--- src/rtl/board_pkg.sv ---
package board_pkg;

	// memory bus widths
	localparam int MEM_DATA_W    = 32;
	localparam int MEM_ADDR_W    = 26;
	localparam int LOADER_ADDR_W = 24;
	localparam int MEM_SEL_W     = 4;

	// video
	localparam int COLOR_W = 4;

	// joysticks, host side and core side
	localparam int JOY_W      = 8;
	localparam int CORE_JOY_W = 5;

	// data_io download indices
	localparam int DIO_INDEX_W = 8;
	localparam logic [DIO_INDEX_W-1:0] DIO_ROM_A = 8'd1;
	localparam logic [DIO_INDEX_W-1:0] DIO_ROM_B = 8'd2;
	localparam logic [DIO_INDEX_W-1:0] DIO_CMOS  = 8'd3;

	// busy timeout after a reconfigure pulse, in clk_sys cycles
	localparam int RECONFIG_TIMEOUT = 1000;
	localparam int RECONFIG_TMO_W   = $clog2(RECONFIG_TIMEOUT + 1);

	// back porch blank counter
	localparam int BLANK_CNT_W = 8;
	// low slice used in VGA modes, 64 counts
	localparam int BLANK_VGA_W = 6;

	// video base clock select from the core
	// equal bits mean TV-rate 24 MHz
	typedef enum logic [1:0] {
		CLK_24M     = 2'b00,
		CLK_25M     = 2'b01,
		CLK_36M     = 2'b10,
		CLK_24M_ALT = 2'b11
	} clksel_t;

	typedef enum logic [1:0] {
		RC_IDLE = 2'b00,
		RC_LOAD = 2'b01,
		RC_ARM  = 2'b10,
		RC_WAIT = 2'b11
	} reconfig_state_t;

endpackage

--- src/rtl/pll_reconfig_seq.sv ---
module pll_reconfig_seq
	import board_pkg::*;
(
	input  logic    clk_sys,
	input  logic    rst_i,
	input  clksel_t clk_sel_i,
	input  logic    busy_i,
	output logic    write_from_rom_o,
	output logic    reconfig_o,
	output logic    reconfig_reset_o
);

	reconfig_state_t state;
	clksel_t clk_sel_q;
	logic [RECONFIG_TMO_W-1:0] timeout;

	always_ff @(posedge clk_sys) begin
		if (rst_i) begin
			state            <= RC_IDLE;
			clk_sel_q        <= CLK_24M;
			timeout          <= '0;
			write_from_rom_o <= 1'b0;
			reconfig_o       <= 1'b0;
			reconfig_reset_o <= 1'b0;
		end else begin
			// all three outputs are single cycle strobes
			write_from_rom_o <= 1'b0;
			reconfig_o       <= 1'b0;
			reconfig_reset_o <= 1'b0;

			case (state)
			RC_IDLE: begin
				// select only tracked while idle, a change mid-sequence
				// is picked up once we are back here
				clk_sel_q <= clk_sel_i;
				if (clk_sel_q != clk_sel_i) begin
					write_from_rom_o <= 1'b1;
					state            <= RC_LOAD;
				end
			end

			// let the block see the table write request
			RC_LOAD: state <= RC_ARM;

			RC_ARM: begin
				if (!busy_i) begin
					reconfig_o <= 1'b1;
					timeout    <= RECONFIG_TMO_W'(RECONFIG_TIMEOUT);
					state      <= RC_WAIT;
				end
			end

			RC_WAIT: begin
				timeout <= timeout - 1'b1;
				// stuck busy, kick the reconfig block
				if (timeout == RECONFIG_TMO_W'(1)) begin
					reconfig_reset_o <= 1'b1;
					state            <= RC_IDLE;
				end
				// skip the pulse cycle itself, busy lags it
				if (!reconfig_o && !busy_i)
					state <= RC_IDLE;
			end

			default: state <= RC_IDLE;
			endcase
		end
	end

endmodule

--- src/rtl/back_porch_blank.sv ---
module back_porch_blank
	import board_pkg::*;
(
	input  logic               clk_sys,
	input  logic               rst_i,
	input  logic               ce_pix_i,
	input  clksel_t            clk_sel_i,
	input  logic [COLOR_W-1:0] r_i,
	input  logic [COLOR_W-1:0] g_i,
	input  logic [COLOR_W-1:0] b_i,
	input  logic               hs_i,
	input  logic               vs_i,
	output logic [COLOR_W-1:0] r_o,
	output logic [COLOR_W-1:0] g_o,
	output logic [COLOR_W-1:0] b_o,
	output logic               hs_o,
	output logic               vs_o
);

	logic [BLANK_CNT_W-1:0] pix_cnt;
	logic tv_mode;
	logic cnt_sat;

	// 256 clocks in TV mode, 64 in the VGA modes
	assign tv_mode = (clk_sel_i[0] == clk_sel_i[1]);
	assign cnt_sat = tv_mode ? &pix_cnt : &pix_cnt[BLANK_VGA_W-1:0];

	always_ff @(posedge clk_sys) begin
		if (rst_i) begin
			pix_cnt <= '0;
			hs_o    <= 1'b0;
			vs_o    <= 1'b0;
			r_o     <= '0;
			g_o     <= '0;
			b_o     <= '0;
		end else begin
			// counts every clock, not just on pixel enables
			if (!hs_o)
				pix_cnt <= '0;
			else if (!cnt_sat)
				pix_cnt <= pix_cnt + 1'b1;

			if (ce_pix_i) begin
				hs_o <= hs_i;
				vs_o <= vs_i;
				if (cnt_sat) begin
					r_o <= r_i;
					g_o <= g_i;
					b_o <= b_i;
				end else begin
					// inside back porch, force black
					r_o <= '0;
					g_o <= '0;
					b_o <= '0;
				end
			end
		end
	end

endmodule

--- src/rtl/loader_mem_arb.sv ---
module loader_mem_arb
	import board_pkg::*;
(
	input  logic                     clk_sys,
	input  logic                     rst_i,
	input  logic                     downloading_i,
	input  logic [DIO_INDEX_W-1:0]   dio_index_i,
	// loader write side
	input  logic                     loader_we_i,
	input  logic [LOADER_ADDR_W-1:0] loader_addr_i,
	input  logic [MEM_SEL_W-1:0]     loader_sel_i,
	input  logic [MEM_DATA_W-1:0]    loader_data_i,
	// core bus
	input  logic                     core_we_i,
	input  logic                     core_stb_i,
	input  logic [MEM_SEL_W-1:0]     core_sel_i,
	input  logic [LOADER_ADDR_W-1:0] core_addr_i,
	input  logic [MEM_DATA_W-1:0]    core_data_i,
	output logic                     core_ack_o,
	// ram bus
	input  logic                     ram_ack_i,
	input  logic                     ram_ready_i,
	output logic                     ram_we_o,
	output logic                     ram_stb_o,
	output logic                     ram_cyc_o,
	output logic [MEM_SEL_W-1:0]     ram_sel_o,
	output logic [MEM_ADDR_W-1:0]    ram_addr_o,
	output logic [MEM_DATA_W-1:0]    ram_data_o,
	output logic                     core_reset_o
);

	logic loader_active;
	logic loader_active_q;
	logic loader_stb;
	logic rom_ready;

	// only ROM images go through the ram bus, CMOS is handled elsewhere
	assign loader_active = downloading_i &&
		(dio_index_i == DIO_ROM_A || dio_index_i == DIO_ROM_B);

	always_ff @(posedge clk_sys) begin
		if (rst_i) begin
			loader_active_q <= 1'b0;
			loader_stb      <= 1'b0;
			rom_ready       <= 1'b0;
		end else begin
			loader_active_q <= loader_active;
			// end of the ROM download releases the core
			if (loader_active_q && !loader_active)
				rom_ready <= 1'b1;
			// new write wins over an ack in the same cycle
			if (loader_we_i)
				loader_stb <= 1'b1;
			else if (ram_ack_i)
				loader_stb <= 1'b0;
		end
	end

	// word aligned addresses on both sides
	assign ram_we_o   = loader_active ? 1'b1 : core_we_i;
	assign ram_sel_o  = loader_active ? loader_sel_i : core_sel_i;
	assign ram_addr_o = loader_active ?
		MEM_ADDR_W'({loader_addr_i[LOADER_ADDR_W-1:2], 2'b00}) :
		MEM_ADDR_W'({core_addr_i[LOADER_ADDR_W-1:2], 2'b00});
	assign ram_stb_o  = loader_active ? loader_stb : core_stb_i;
	assign ram_cyc_o  = loader_active ? loader_stb : core_stb_i;
	assign ram_data_o = loader_active ? loader_data_i : core_data_i;
	assign core_ack_o = loader_active ? 1'b0 : ram_ack_i;

	assign core_reset_o = !ram_ready_i || !rom_ready;

endmodule

--- src/rtl/mist_io_glue.sv ---
module mist_io_glue
	import board_pkg::*;
(
	// spi
	input  logic                   conf_ss_n_i,
	input  logic                   dio_ss_n_i,
	input  logic                   sd_ss_n_i,
	input  logic                   spi_di_i,
	input  logic                   user_sdo_i,
	input  logic                   dio_sdo_i,
	output logic                   spi_do_o,
	output logic                   spi_do_oe_o,
	output logic                   sd_sdi_o,
	// joysticks
	input  logic [JOY_W-1:0]       joy_a_i,
	input  logic [JOY_W-1:0]       joy_b_i,
	output logic [CORE_JOY_W-1:0]  core_joy0_o,
	output logic [CORE_JOY_W-1:0]  core_joy1_o,
	// cmos access
	input  logic                   downloading_i,
	input  logic                   uploading_i,
	input  logic [DIO_INDEX_W-1:0] dio_index_i,
	input  logic                   loader_we_i,
	output logic                   cmos_we_o,
	output logic                   cmos_rd_o,
	// video mode
	input  clksel_t                clk_sel_i,
	input  logic                   scandoubler_disable_i,
	output logic                   scandoubler_en_o
);

	// host order is right/left/down/up/fire, core wants fire first,
	// active low
	function automatic logic [CORE_JOY_W-1:0] remap_joy(input logic [JOY_W-1:0] joy);
		return ~{joy[4], joy[0], joy[1], joy[2], joy[3]};
	endfunction

	// user_io has priority over data_io
	assign spi_do_o    = !conf_ss_n_i ? user_sdo_i : (!dio_ss_n_i ? dio_sdo_i : 1'b0);
	assign spi_do_oe_o = !conf_ss_n_i || !dio_ss_n_i;

	// direct SD mode feeds data_io from the card's output
	assign sd_sdi_o = sd_ss_n_i ? spi_di_i : spi_do_o;

	// ports swapped on purpose
	assign core_joy0_o = remap_joy(joy_b_i);
	assign core_joy1_o = remap_joy(joy_a_i);

	assign cmos_we_o = downloading_i && (dio_index_i == DIO_CMOS) && loader_we_i;
	assign cmos_rd_o = uploading_i && (dio_index_i == DIO_CMOS);

	assign scandoubler_en_o = !scandoubler_disable_i && (clk_sel_i[0] == clk_sel_i[1]);

endmodule

--- src/rtl/archimedes_board_glue.sv ---
module archimedes_board_glue
	import board_pkg::*;
(
	input  logic                     clk_sys,
	input  logic                     rst_i,
	input  clksel_t                  clk_sel_i,
	// pll reconfiguration block
	input  logic                     pll_busy_i,
	output logic                     pll_write_from_rom_o,
	output logic                     pll_reconfig_o,
	output logic                     pll_reconfig_reset_o,
	// core video in, blanked video out
	input  logic                     ce_pix_i,
	input  logic [COLOR_W-1:0]       core_r_i,
	input  logic [COLOR_W-1:0]       core_g_i,
	input  logic [COLOR_W-1:0]       core_b_i,
	input  logic                     core_hs_i,
	input  logic                     core_vs_i,
	output logic [COLOR_W-1:0]       vid_r_o,
	output logic [COLOR_W-1:0]       vid_g_o,
	output logic [COLOR_W-1:0]       vid_b_o,
	output logic                     vid_hs_o,
	output logic                     vid_vs_o,
	// data_io
	input  logic                     downloading_i,
	input  logic                     uploading_i,
	input  logic [DIO_INDEX_W-1:0]   dio_index_i,
	input  logic                     loader_we_i,
	input  logic [LOADER_ADDR_W-1:0] loader_addr_i,
	input  logic [MEM_SEL_W-1:0]     loader_sel_i,
	input  logic [MEM_DATA_W-1:0]    loader_data_i,
	// core memory bus
	input  logic                     core_we_i,
	input  logic                     core_stb_i,
	input  logic [MEM_SEL_W-1:0]     core_sel_i,
	input  logic [LOADER_ADDR_W-1:0] core_addr_i,
	input  logic [MEM_DATA_W-1:0]    core_data_i,
	output logic                     core_ack_o,
	output logic                     core_reset_o,
	// sdram bus
	input  logic                     ram_ack_i,
	input  logic                     ram_ready_i,
	output logic                     ram_we_o,
	output logic                     ram_stb_o,
	output logic                     ram_cyc_o,
	output logic [MEM_SEL_W-1:0]     ram_sel_o,
	output logic [MEM_ADDR_W-1:0]    ram_addr_o,
	output logic [MEM_DATA_W-1:0]    ram_data_o,
	// host spi
	input  logic                     conf_ss_n_i,
	input  logic                     dio_ss_n_i,
	input  logic                     sd_ss_n_i,
	input  logic                     spi_di_i,
	input  logic                     user_sdo_i,
	input  logic                     dio_sdo_i,
	output logic                     spi_do_o,
	output logic                     spi_do_oe_o,
	output logic                     sd_sdi_o,
	// joysticks, cmos, scandoubler
	input  logic [JOY_W-1:0]         joy_a_i,
	input  logic [JOY_W-1:0]         joy_b_i,
	output logic [CORE_JOY_W-1:0]    core_joy0_o,
	output logic [CORE_JOY_W-1:0]    core_joy1_o,
	output logic                     cmos_we_o,
	output logic                     cmos_rd_o,
	input  logic                     scandoubler_disable_i,
	output logic                     scandoubler_en_o
);

	pll_reconfig_seq u_pll_reconfig_seq (
		.clk_sys          (clk_sys),
		.rst_i            (rst_i),
		.clk_sel_i        (clk_sel_i),
		.busy_i           (pll_busy_i),
		.write_from_rom_o (pll_write_from_rom_o),
		.reconfig_o       (pll_reconfig_o),
		.reconfig_reset_o (pll_reconfig_reset_o)
	);

	back_porch_blank u_back_porch_blank (
		.clk_sys   (clk_sys),
		.rst_i     (rst_i),
		.ce_pix_i  (ce_pix_i),
		.clk_sel_i (clk_sel_i),
		.r_i       (core_r_i),
		.g_i       (core_g_i),
		.b_i       (core_b_i),
		.hs_i      (core_hs_i),
		.vs_i      (core_vs_i),
		.r_o       (vid_r_o),
		.g_o       (vid_g_o),
		.b_o       (vid_b_o),
		.hs_o      (vid_hs_o),
		.vs_o      (vid_vs_o)
	);

	loader_mem_arb u_loader_mem_arb (
		.clk_sys       (clk_sys),
		.rst_i         (rst_i),
		.downloading_i (downloading_i),
		.dio_index_i   (dio_index_i),
		.loader_we_i   (loader_we_i),
		.loader_addr_i (loader_addr_i),
		.loader_sel_i  (loader_sel_i),
		.loader_data_i (loader_data_i),
		.core_we_i     (core_we_i),
		.core_stb_i    (core_stb_i),
		.core_sel_i    (core_sel_i),
		.core_addr_i   (core_addr_i),
		.core_data_i   (core_data_i),
		.core_ack_o    (core_ack_o),
		.ram_ack_i     (ram_ack_i),
		.ram_ready_i   (ram_ready_i),
		.ram_we_o      (ram_we_o),
		.ram_stb_o     (ram_stb_o),
		.ram_cyc_o     (ram_cyc_o),
		.ram_sel_o     (ram_sel_o),
		.ram_addr_o    (ram_addr_o),
		.ram_data_o    (ram_data_o),
		.core_reset_o  (core_reset_o)
	);

	mist_io_glue u_mist_io_glue (
		.conf_ss_n_i           (conf_ss_n_i),
		.dio_ss_n_i            (dio_ss_n_i),
		.sd_ss_n_i             (sd_ss_n_i),
		.spi_di_i              (spi_di_i),
		.user_sdo_i            (user_sdo_i),
		.dio_sdo_i             (dio_sdo_i),
		.spi_do_o              (spi_do_o),
		.spi_do_oe_o           (spi_do_oe_o),
		.sd_sdi_o              (sd_sdi_o),
		.joy_a_i               (joy_a_i),
		.joy_b_i               (joy_b_i),
		.core_joy0_o           (core_joy0_o),
		.core_joy1_o           (core_joy1_o),
		.downloading_i         (downloading_i),
		.uploading_i           (uploading_i),
		.dio_index_i           (dio_index_i),
		.loader_we_i           (loader_we_i),
		.cmos_we_o             (cmos_we_o),
		.cmos_rd_o             (cmos_rd_o),
		.clk_sel_i             (clk_sel_i),
		.scandoubler_disable_i (scandoubler_disable_i),
		.scandoubler_en_o      (scandoubler_en_o)
	);

endmodule

--- config.mk ---
export PLATFORM = sky130hd
export DESIGN_NAME = archimedes_board_glue
export DESIGN_NICKNAME = d
export VERILOG_FILES = /design/src/rtl/board_pkg.sv /design/src/rtl/pll_reconfig_seq.sv /design/src/rtl/back_porch_blank.sv /design/src/rtl/loader_mem_arb.sv /design/src/rtl/mist_io_glue.sv /design/src/rtl/archimedes_board_glue.sv
export SDC_FILE = /design/constraint.sdc
export NUM_CORES = 1
export LEC_CHECK = 0
export ABC_AREA = 0
export BUFFER_PORTS_ARGS = -buffer_cell sky130_fd_sc_hd__buf_2
export CAP_MARGIN = 10
export CORE_AREA = 2 2 107 109
export CTS_CLUSTER_SIZE = 14
export DETAILED_ROUTE_END_ITERATION = 10
export DIE_AREA = 0 0 109 111
export MAX_ROUTING_LAYER = met4
export PLACE_DENSITY = 0.7
export SYNTH_ARGS = -nofsm -noshare
export SYNTH_HDL_FRONTEND = slang
export SYNTH_SLANG_ARGS = --single-unit
--- constraint.sdc ---
create_clock -name clk_sys -period 2.75 [get_ports clk_sys]
set_input_delay 0.55 -clock clk_sys [delete_from_list [all_inputs] [get_ports clk_sys]]
set_output_delay 0.55 -clock clk_sys [all_outputs]
set_load 0.01 [all_outputs]
* Word level (Yosys, flattened, before mapping)
Index checks and enable logic that the tools add are counted.
Word-level totals: flip-flop bits (word level) 42, input bits 178, output and inout bits 100, word-level logic and storage cells 89
Cells by class: add/sub/neg operators 2, eq/ne operators 12, mux-type cells 25, bitwise logic cells 6, reductions and logical operators 29
Operators by type and width (number):
- 2-to-1 mux 32 bit | 1
- 2-to-1 mux 24 bit | 1
- one-hot mux 10 bit (2 select lines) | 1
- == test 8 x 2 -> 1 bit (second input constant) | 2
- 2-to-1 mux 4 bit | 4
- 2-to-1 mux 1 bit | 12
- == test 10 x 1 -> 1 bit (second input constant) | 1
- 2-to-1 mux 10 bit | 1
- inverter 5 bit | 2
- subtractor 10 x 1 -> 10 bit (second input constant) | 1
- adder 8 x 1 -> 8 bit (second input constant) | 1
- == test 8 x 1 -> 1 bit (second input constant) | 1
- logical NOT 1 bit | 8
- 2-to-1 mux 2 bit | 4
- one-hot mux 2 bit (4 select lines) | 1
- AND reduction 8 bit | 1
- OR reduction 2 bit | 4
- logical AND 1 bit | 7
- AND reduction 6 bit | 1
- == test 2 bit (second input constant) | 2
- inverter 1 bit | 4
- nonzero test 2 bit | 2
- logical OR 1 bit | 3
- != test 3 x 1 -> 1 bit (second input constant) | 1
- other kinds (8) | 8

* Longest topological paths before layout
word-level depth 5, depth in mapped cells 7, gate-level depth less buffers 6

* Modules after synthesis
A second synthesis with hierarchy kept.
Second synthesis, totals: cell total of the unflattened synthesis 310, area, all modules 3250.6 µm²
By module, submodules not included:
- loader_mem_arb | times used 1, cells each 88, area an instance 1153.6 µm²
- back_porch_blank | times used 1, cells each 104, area an instance 1051.0 µm²
- pll_reconfig_seq | times used 1, cells each 93, area an instance 908.4 µm²
- mist_io_glue | times used 1, cells each 25, area an instance 137.6 µm²

* Least setup slack after synthesis
OpenSTA, ideal clock, no wires.
kind in2out, start point in dio_index_i[5], end point out ram_addr_o[10], arrival time 1612 ps, required time 2200 ps, path slack 588 ps, stages 4, path buffers 1, cell sequence nor4_4 -> nand4_4 -> buf_6 -> mux2_4
On the way: cells in the longest elaborated chain, start to end 4, elaborated cells on any way between the ends 5
RTL lines:
- start: declaration | line archimedes_board_glue.sv:27 | input logic [DIO_INDEX_W-1:0] dio_index_i,
- == test 8 x 1 -> 1 bit / == test 8 x 2 -> 1 bit (equally long branches) | line loader_mem_arb.sv:39 | (dio_index_i == DIO_ROM_A || dio_index_i == DIO_ROM_B);
- logical OR 1 bit * | line loader_mem_arb.sv:39
- logical AND 1 bit * | line loader_mem_arb.sv:38 | assign loader_active = downloading_i &&
- 2-to-1 mux 24 bit * | line loader_mem_arb.sv:62 | assign ram_addr_o = loader_active ?
- end: declaration | line archimedes_board_glue.sv:47 | output logic [MEM_ADDR_W-1:0] ram_addr_o,
Every way passes the cells marked *; elsewhere a longest branch is shown, timed or not.

* Worst setup path in the final report
start point in dio_index_i[5], end point out ram_data_o[26]
On the way: cells in the longest elaborated chain, start to end 4, elaborated cells on any way between the ends 5
RTL lines:
- == test 8 x 1 -> 1 bit / == test 8 x 2 -> 1 bit (equally long branches) | line loader_mem_arb.sv:39
- logical OR 1 bit * | line loader_mem_arb.sv:39
- logical AND 1 bit * | line loader_mem_arb.sv:38
- 2-to-1 mux 32 bit * | line loader_mem_arb.sv:67 | assign ram_data_o = loader_active ? loader_data_i : core_data_i;
- end: declaration | line archimedes_board_glue.sv:48 | output logic [MEM_DATA_W-1:0] ram_data_o,
Marked as above.

==> reports/results.tsv <==
metric	value	unit
register area share after synthesis	0.266	
vias in the first global route	3239	
Total Wirelength	11.9	mm
area grow syn2layout	47.4	%
CP Capture Type	output pin	
CP Class	input pin to output pin	
crit-path max FO	63	
VDD IR-drop max	0.419	mV
nets@finish	758	
Final period util	0.910	
MaxCap Viol Count	0	
Post-Synth Simple-Gate Area	0.181	
Clock Tree Buf Depth	2	
proportion of layout cells with a drive suffix above 1	0.606	
setup bufs post-CTS	0	
final hold slack	0.464	ns
RSZ-0062 raised after global routing	false	
initial antenna violation count	1	
fraction of the mapped netlist area in adder cells	0.0277	
#FFs+latches synth	42	
number of synthesized flops with an enable pin	0	
Leak	2.50	nW
fin crit period	2.50	ns
worst hold-check path type	flop to flop	
vias post-DR	3320	
largest family of logic cells by synthesized area	multiplexers	
Syn Area/Cell	9.92	um^2
clk root buf	clkbuf_16	
post-cts sizing count	0	
Final ANT Viol Nets	0	
DP HPWL	10.2	mm
Compound-Gate Fraction of Synth Area	0.115	
gp weighted congestion	0.994	
commonest non-fill, non-tap cell in the layout	buf_2	
Worst-Skew Late Latency	0.27	ns
Die Span Y	111	um
Core Region	0.0111	mm^2
Port Buffers	263	
largest net degree at the start of global routing	64	
gate count of the mapped netlist	319	
Starting Density	0.286	
clk_skew	0.00587	ns
fmax	400	MHz
GRT Util Overall	0.190	
unique cell type count in the Yosys netlist	47	
Worst Path Arrival	1.95	ns
Max-slew headroom	0.473	
Avg WL per Cell	16.6	um
clock slew at reported path FFs	0.06	ns
first-pass GRT wire length	17.2	mm
Final TNS setup	0	ns
final setup fails	0	
1st-iter DRT viols	104	
io pins	278	
Least-Margin Pin Slew	0.789	ns
die area	0.0121	mm^2
Post-synth ARST share	0	
via/cell ratio	4.63	
TritonCTS clock tree	built	
Pwr Density	465	mW/mm^2
YS warnings	0	
crit path launch type	input pin	
endpoints failing hold	0	
Slew Limit Fails	0	
hold-fix buffers at CTS	0	
DRC	0	
H-Tree Depth	2	
clock sinks	42	
outcome	completed	
Critical Path RT	2.20	ns
Remaining Overflow, GRT	0	
Main synth FF type	dfxtp_1	
router iterations before antenna repair	4	
mux share of post-synthesis cell area	0.299	
num rows	39	
most frequent cells in the layout	buf_2 (263), mux2_4 (56), dfxtp_1 (42)	
die width	109	um
Post-Synth XOR/XNOR Area	0.0273	
Num CTS Buffers	5	
Post-Synthesis Cell Area	0.00316	mm^2
[logic make-up after synthesis]
group | count (synthesis)
flops | 42
mux | 66
compound gates | 52
buf+inv | 44
simple gates | 98
other cells | 1
fa+ha+maj | 7
xor+xnor | 9
[flip-flops by register name (all words and copies together) (netlist names)]
name / flops
u_loader_mem_arb.loader_active_q: 1
u_pll_reconfig_seq.reconfig_o: 1
u_pll_reconfig_seq.timeout: 10
u_pll_reconfig_seq.clk_sel_q: 2
u_back_porch_blank.r_o: 4
u_back_porch_blank.pix_cnt: 8
u_loader_mem_arb.loader_stb: 1
u_loader_mem_arb.rom_ready: 1
u_back_porch_blank.vs_o: 1
u_pll_reconfig_seq.reconfig_reset_o: 1
u_back_porch_blank.b_o: 4
u_pll_reconfig_seq.state: 2
u_back_porch_blank.hs_o: 1
u_back_porch_blank.g_o: 4
u_pll_reconfig_seq.write_from_rom_o: 1
[area by class of cell]
class,count,area (um^2)
antenna,1,2.50
clock buffer,6,129
clock inverter,1,7.51
fill,1109,6410
inverter,22,82.6
multi-input combinational,236,2070
sequential,42,841
tap,143,179
timing repair buffer,266,1350
[per-stage QoR]
step                power, W  instances  setup slack (ns)  utilization  instance area (um^2)
finish               0.00217        717             0.248        0.421                  4660
global route         0.00231        717             0.195        0.421                  4660
CTS                  0.00220        716             0.241        0.421                  4660
detailed placement   0.00163        709             0.248        0.408                  4520
global placement     0.00159        709             0.262        0.408                  4520
floorplan            0.00134        322             0.588            -                  3170
[metal layers]
layer	routed length [um]	GRT usage
met1	5180	0.242
met2	5660	0.312
met3	918	0.0388
met4	128	0.0350
met5	0	-
[synthesized netlist by cell type, drive strengths merged, types with 5 or more instances]
cell type,count,area (um^2)
mux2,60,886
dfxtp,42,841
a21oi,26,130
inv,22,82.6
nand3,18,90.1
buf,16,158
nand2b,16,103
nor2,16,60.1
nand2,13,48.8
o21ai,8,40.0
ha,7,87.6
clkbuf,6,22.5
mux2i,6,60.1
nor3,5,25.0
xnor2,5,51.3
[final timing paths]
kind / from / end / slack (ns) / cells after the start
worst max register to register: u_back_porch_blank.pix_cnt[0] / u_back_porch_blank.b_o[3] / 0.80 / 6
worst min-delay path: u_back_porch_blank.r_o[1] / u_back_porch_blank.r_o[1] / 0.46 / 2
worst min register to register: u_back_porch_blank.r_o[1] / u_back_porch_blank.r_o[1] / 0.46 / 2
worst max-delay path: dio_index_i[5] / ram_data_o[26] / 0.25 / 6
[worst max-delay path: stages]
cell and delay [ns]:
buf_2 0.11, nor4_4 0.34, nand4_4 0.14, buf_12 0.27, mux2_4 0.37, buf_2 0.15
[power by group]
part	internal [W]	switching, W
Clock	0.000331	0.000217
Sequential	0.000686	0.0000739
Combinational	0.000442	0.000420
Total	0.00146	0.000711
Note: power is estimated with default switching activity, not from simulation.
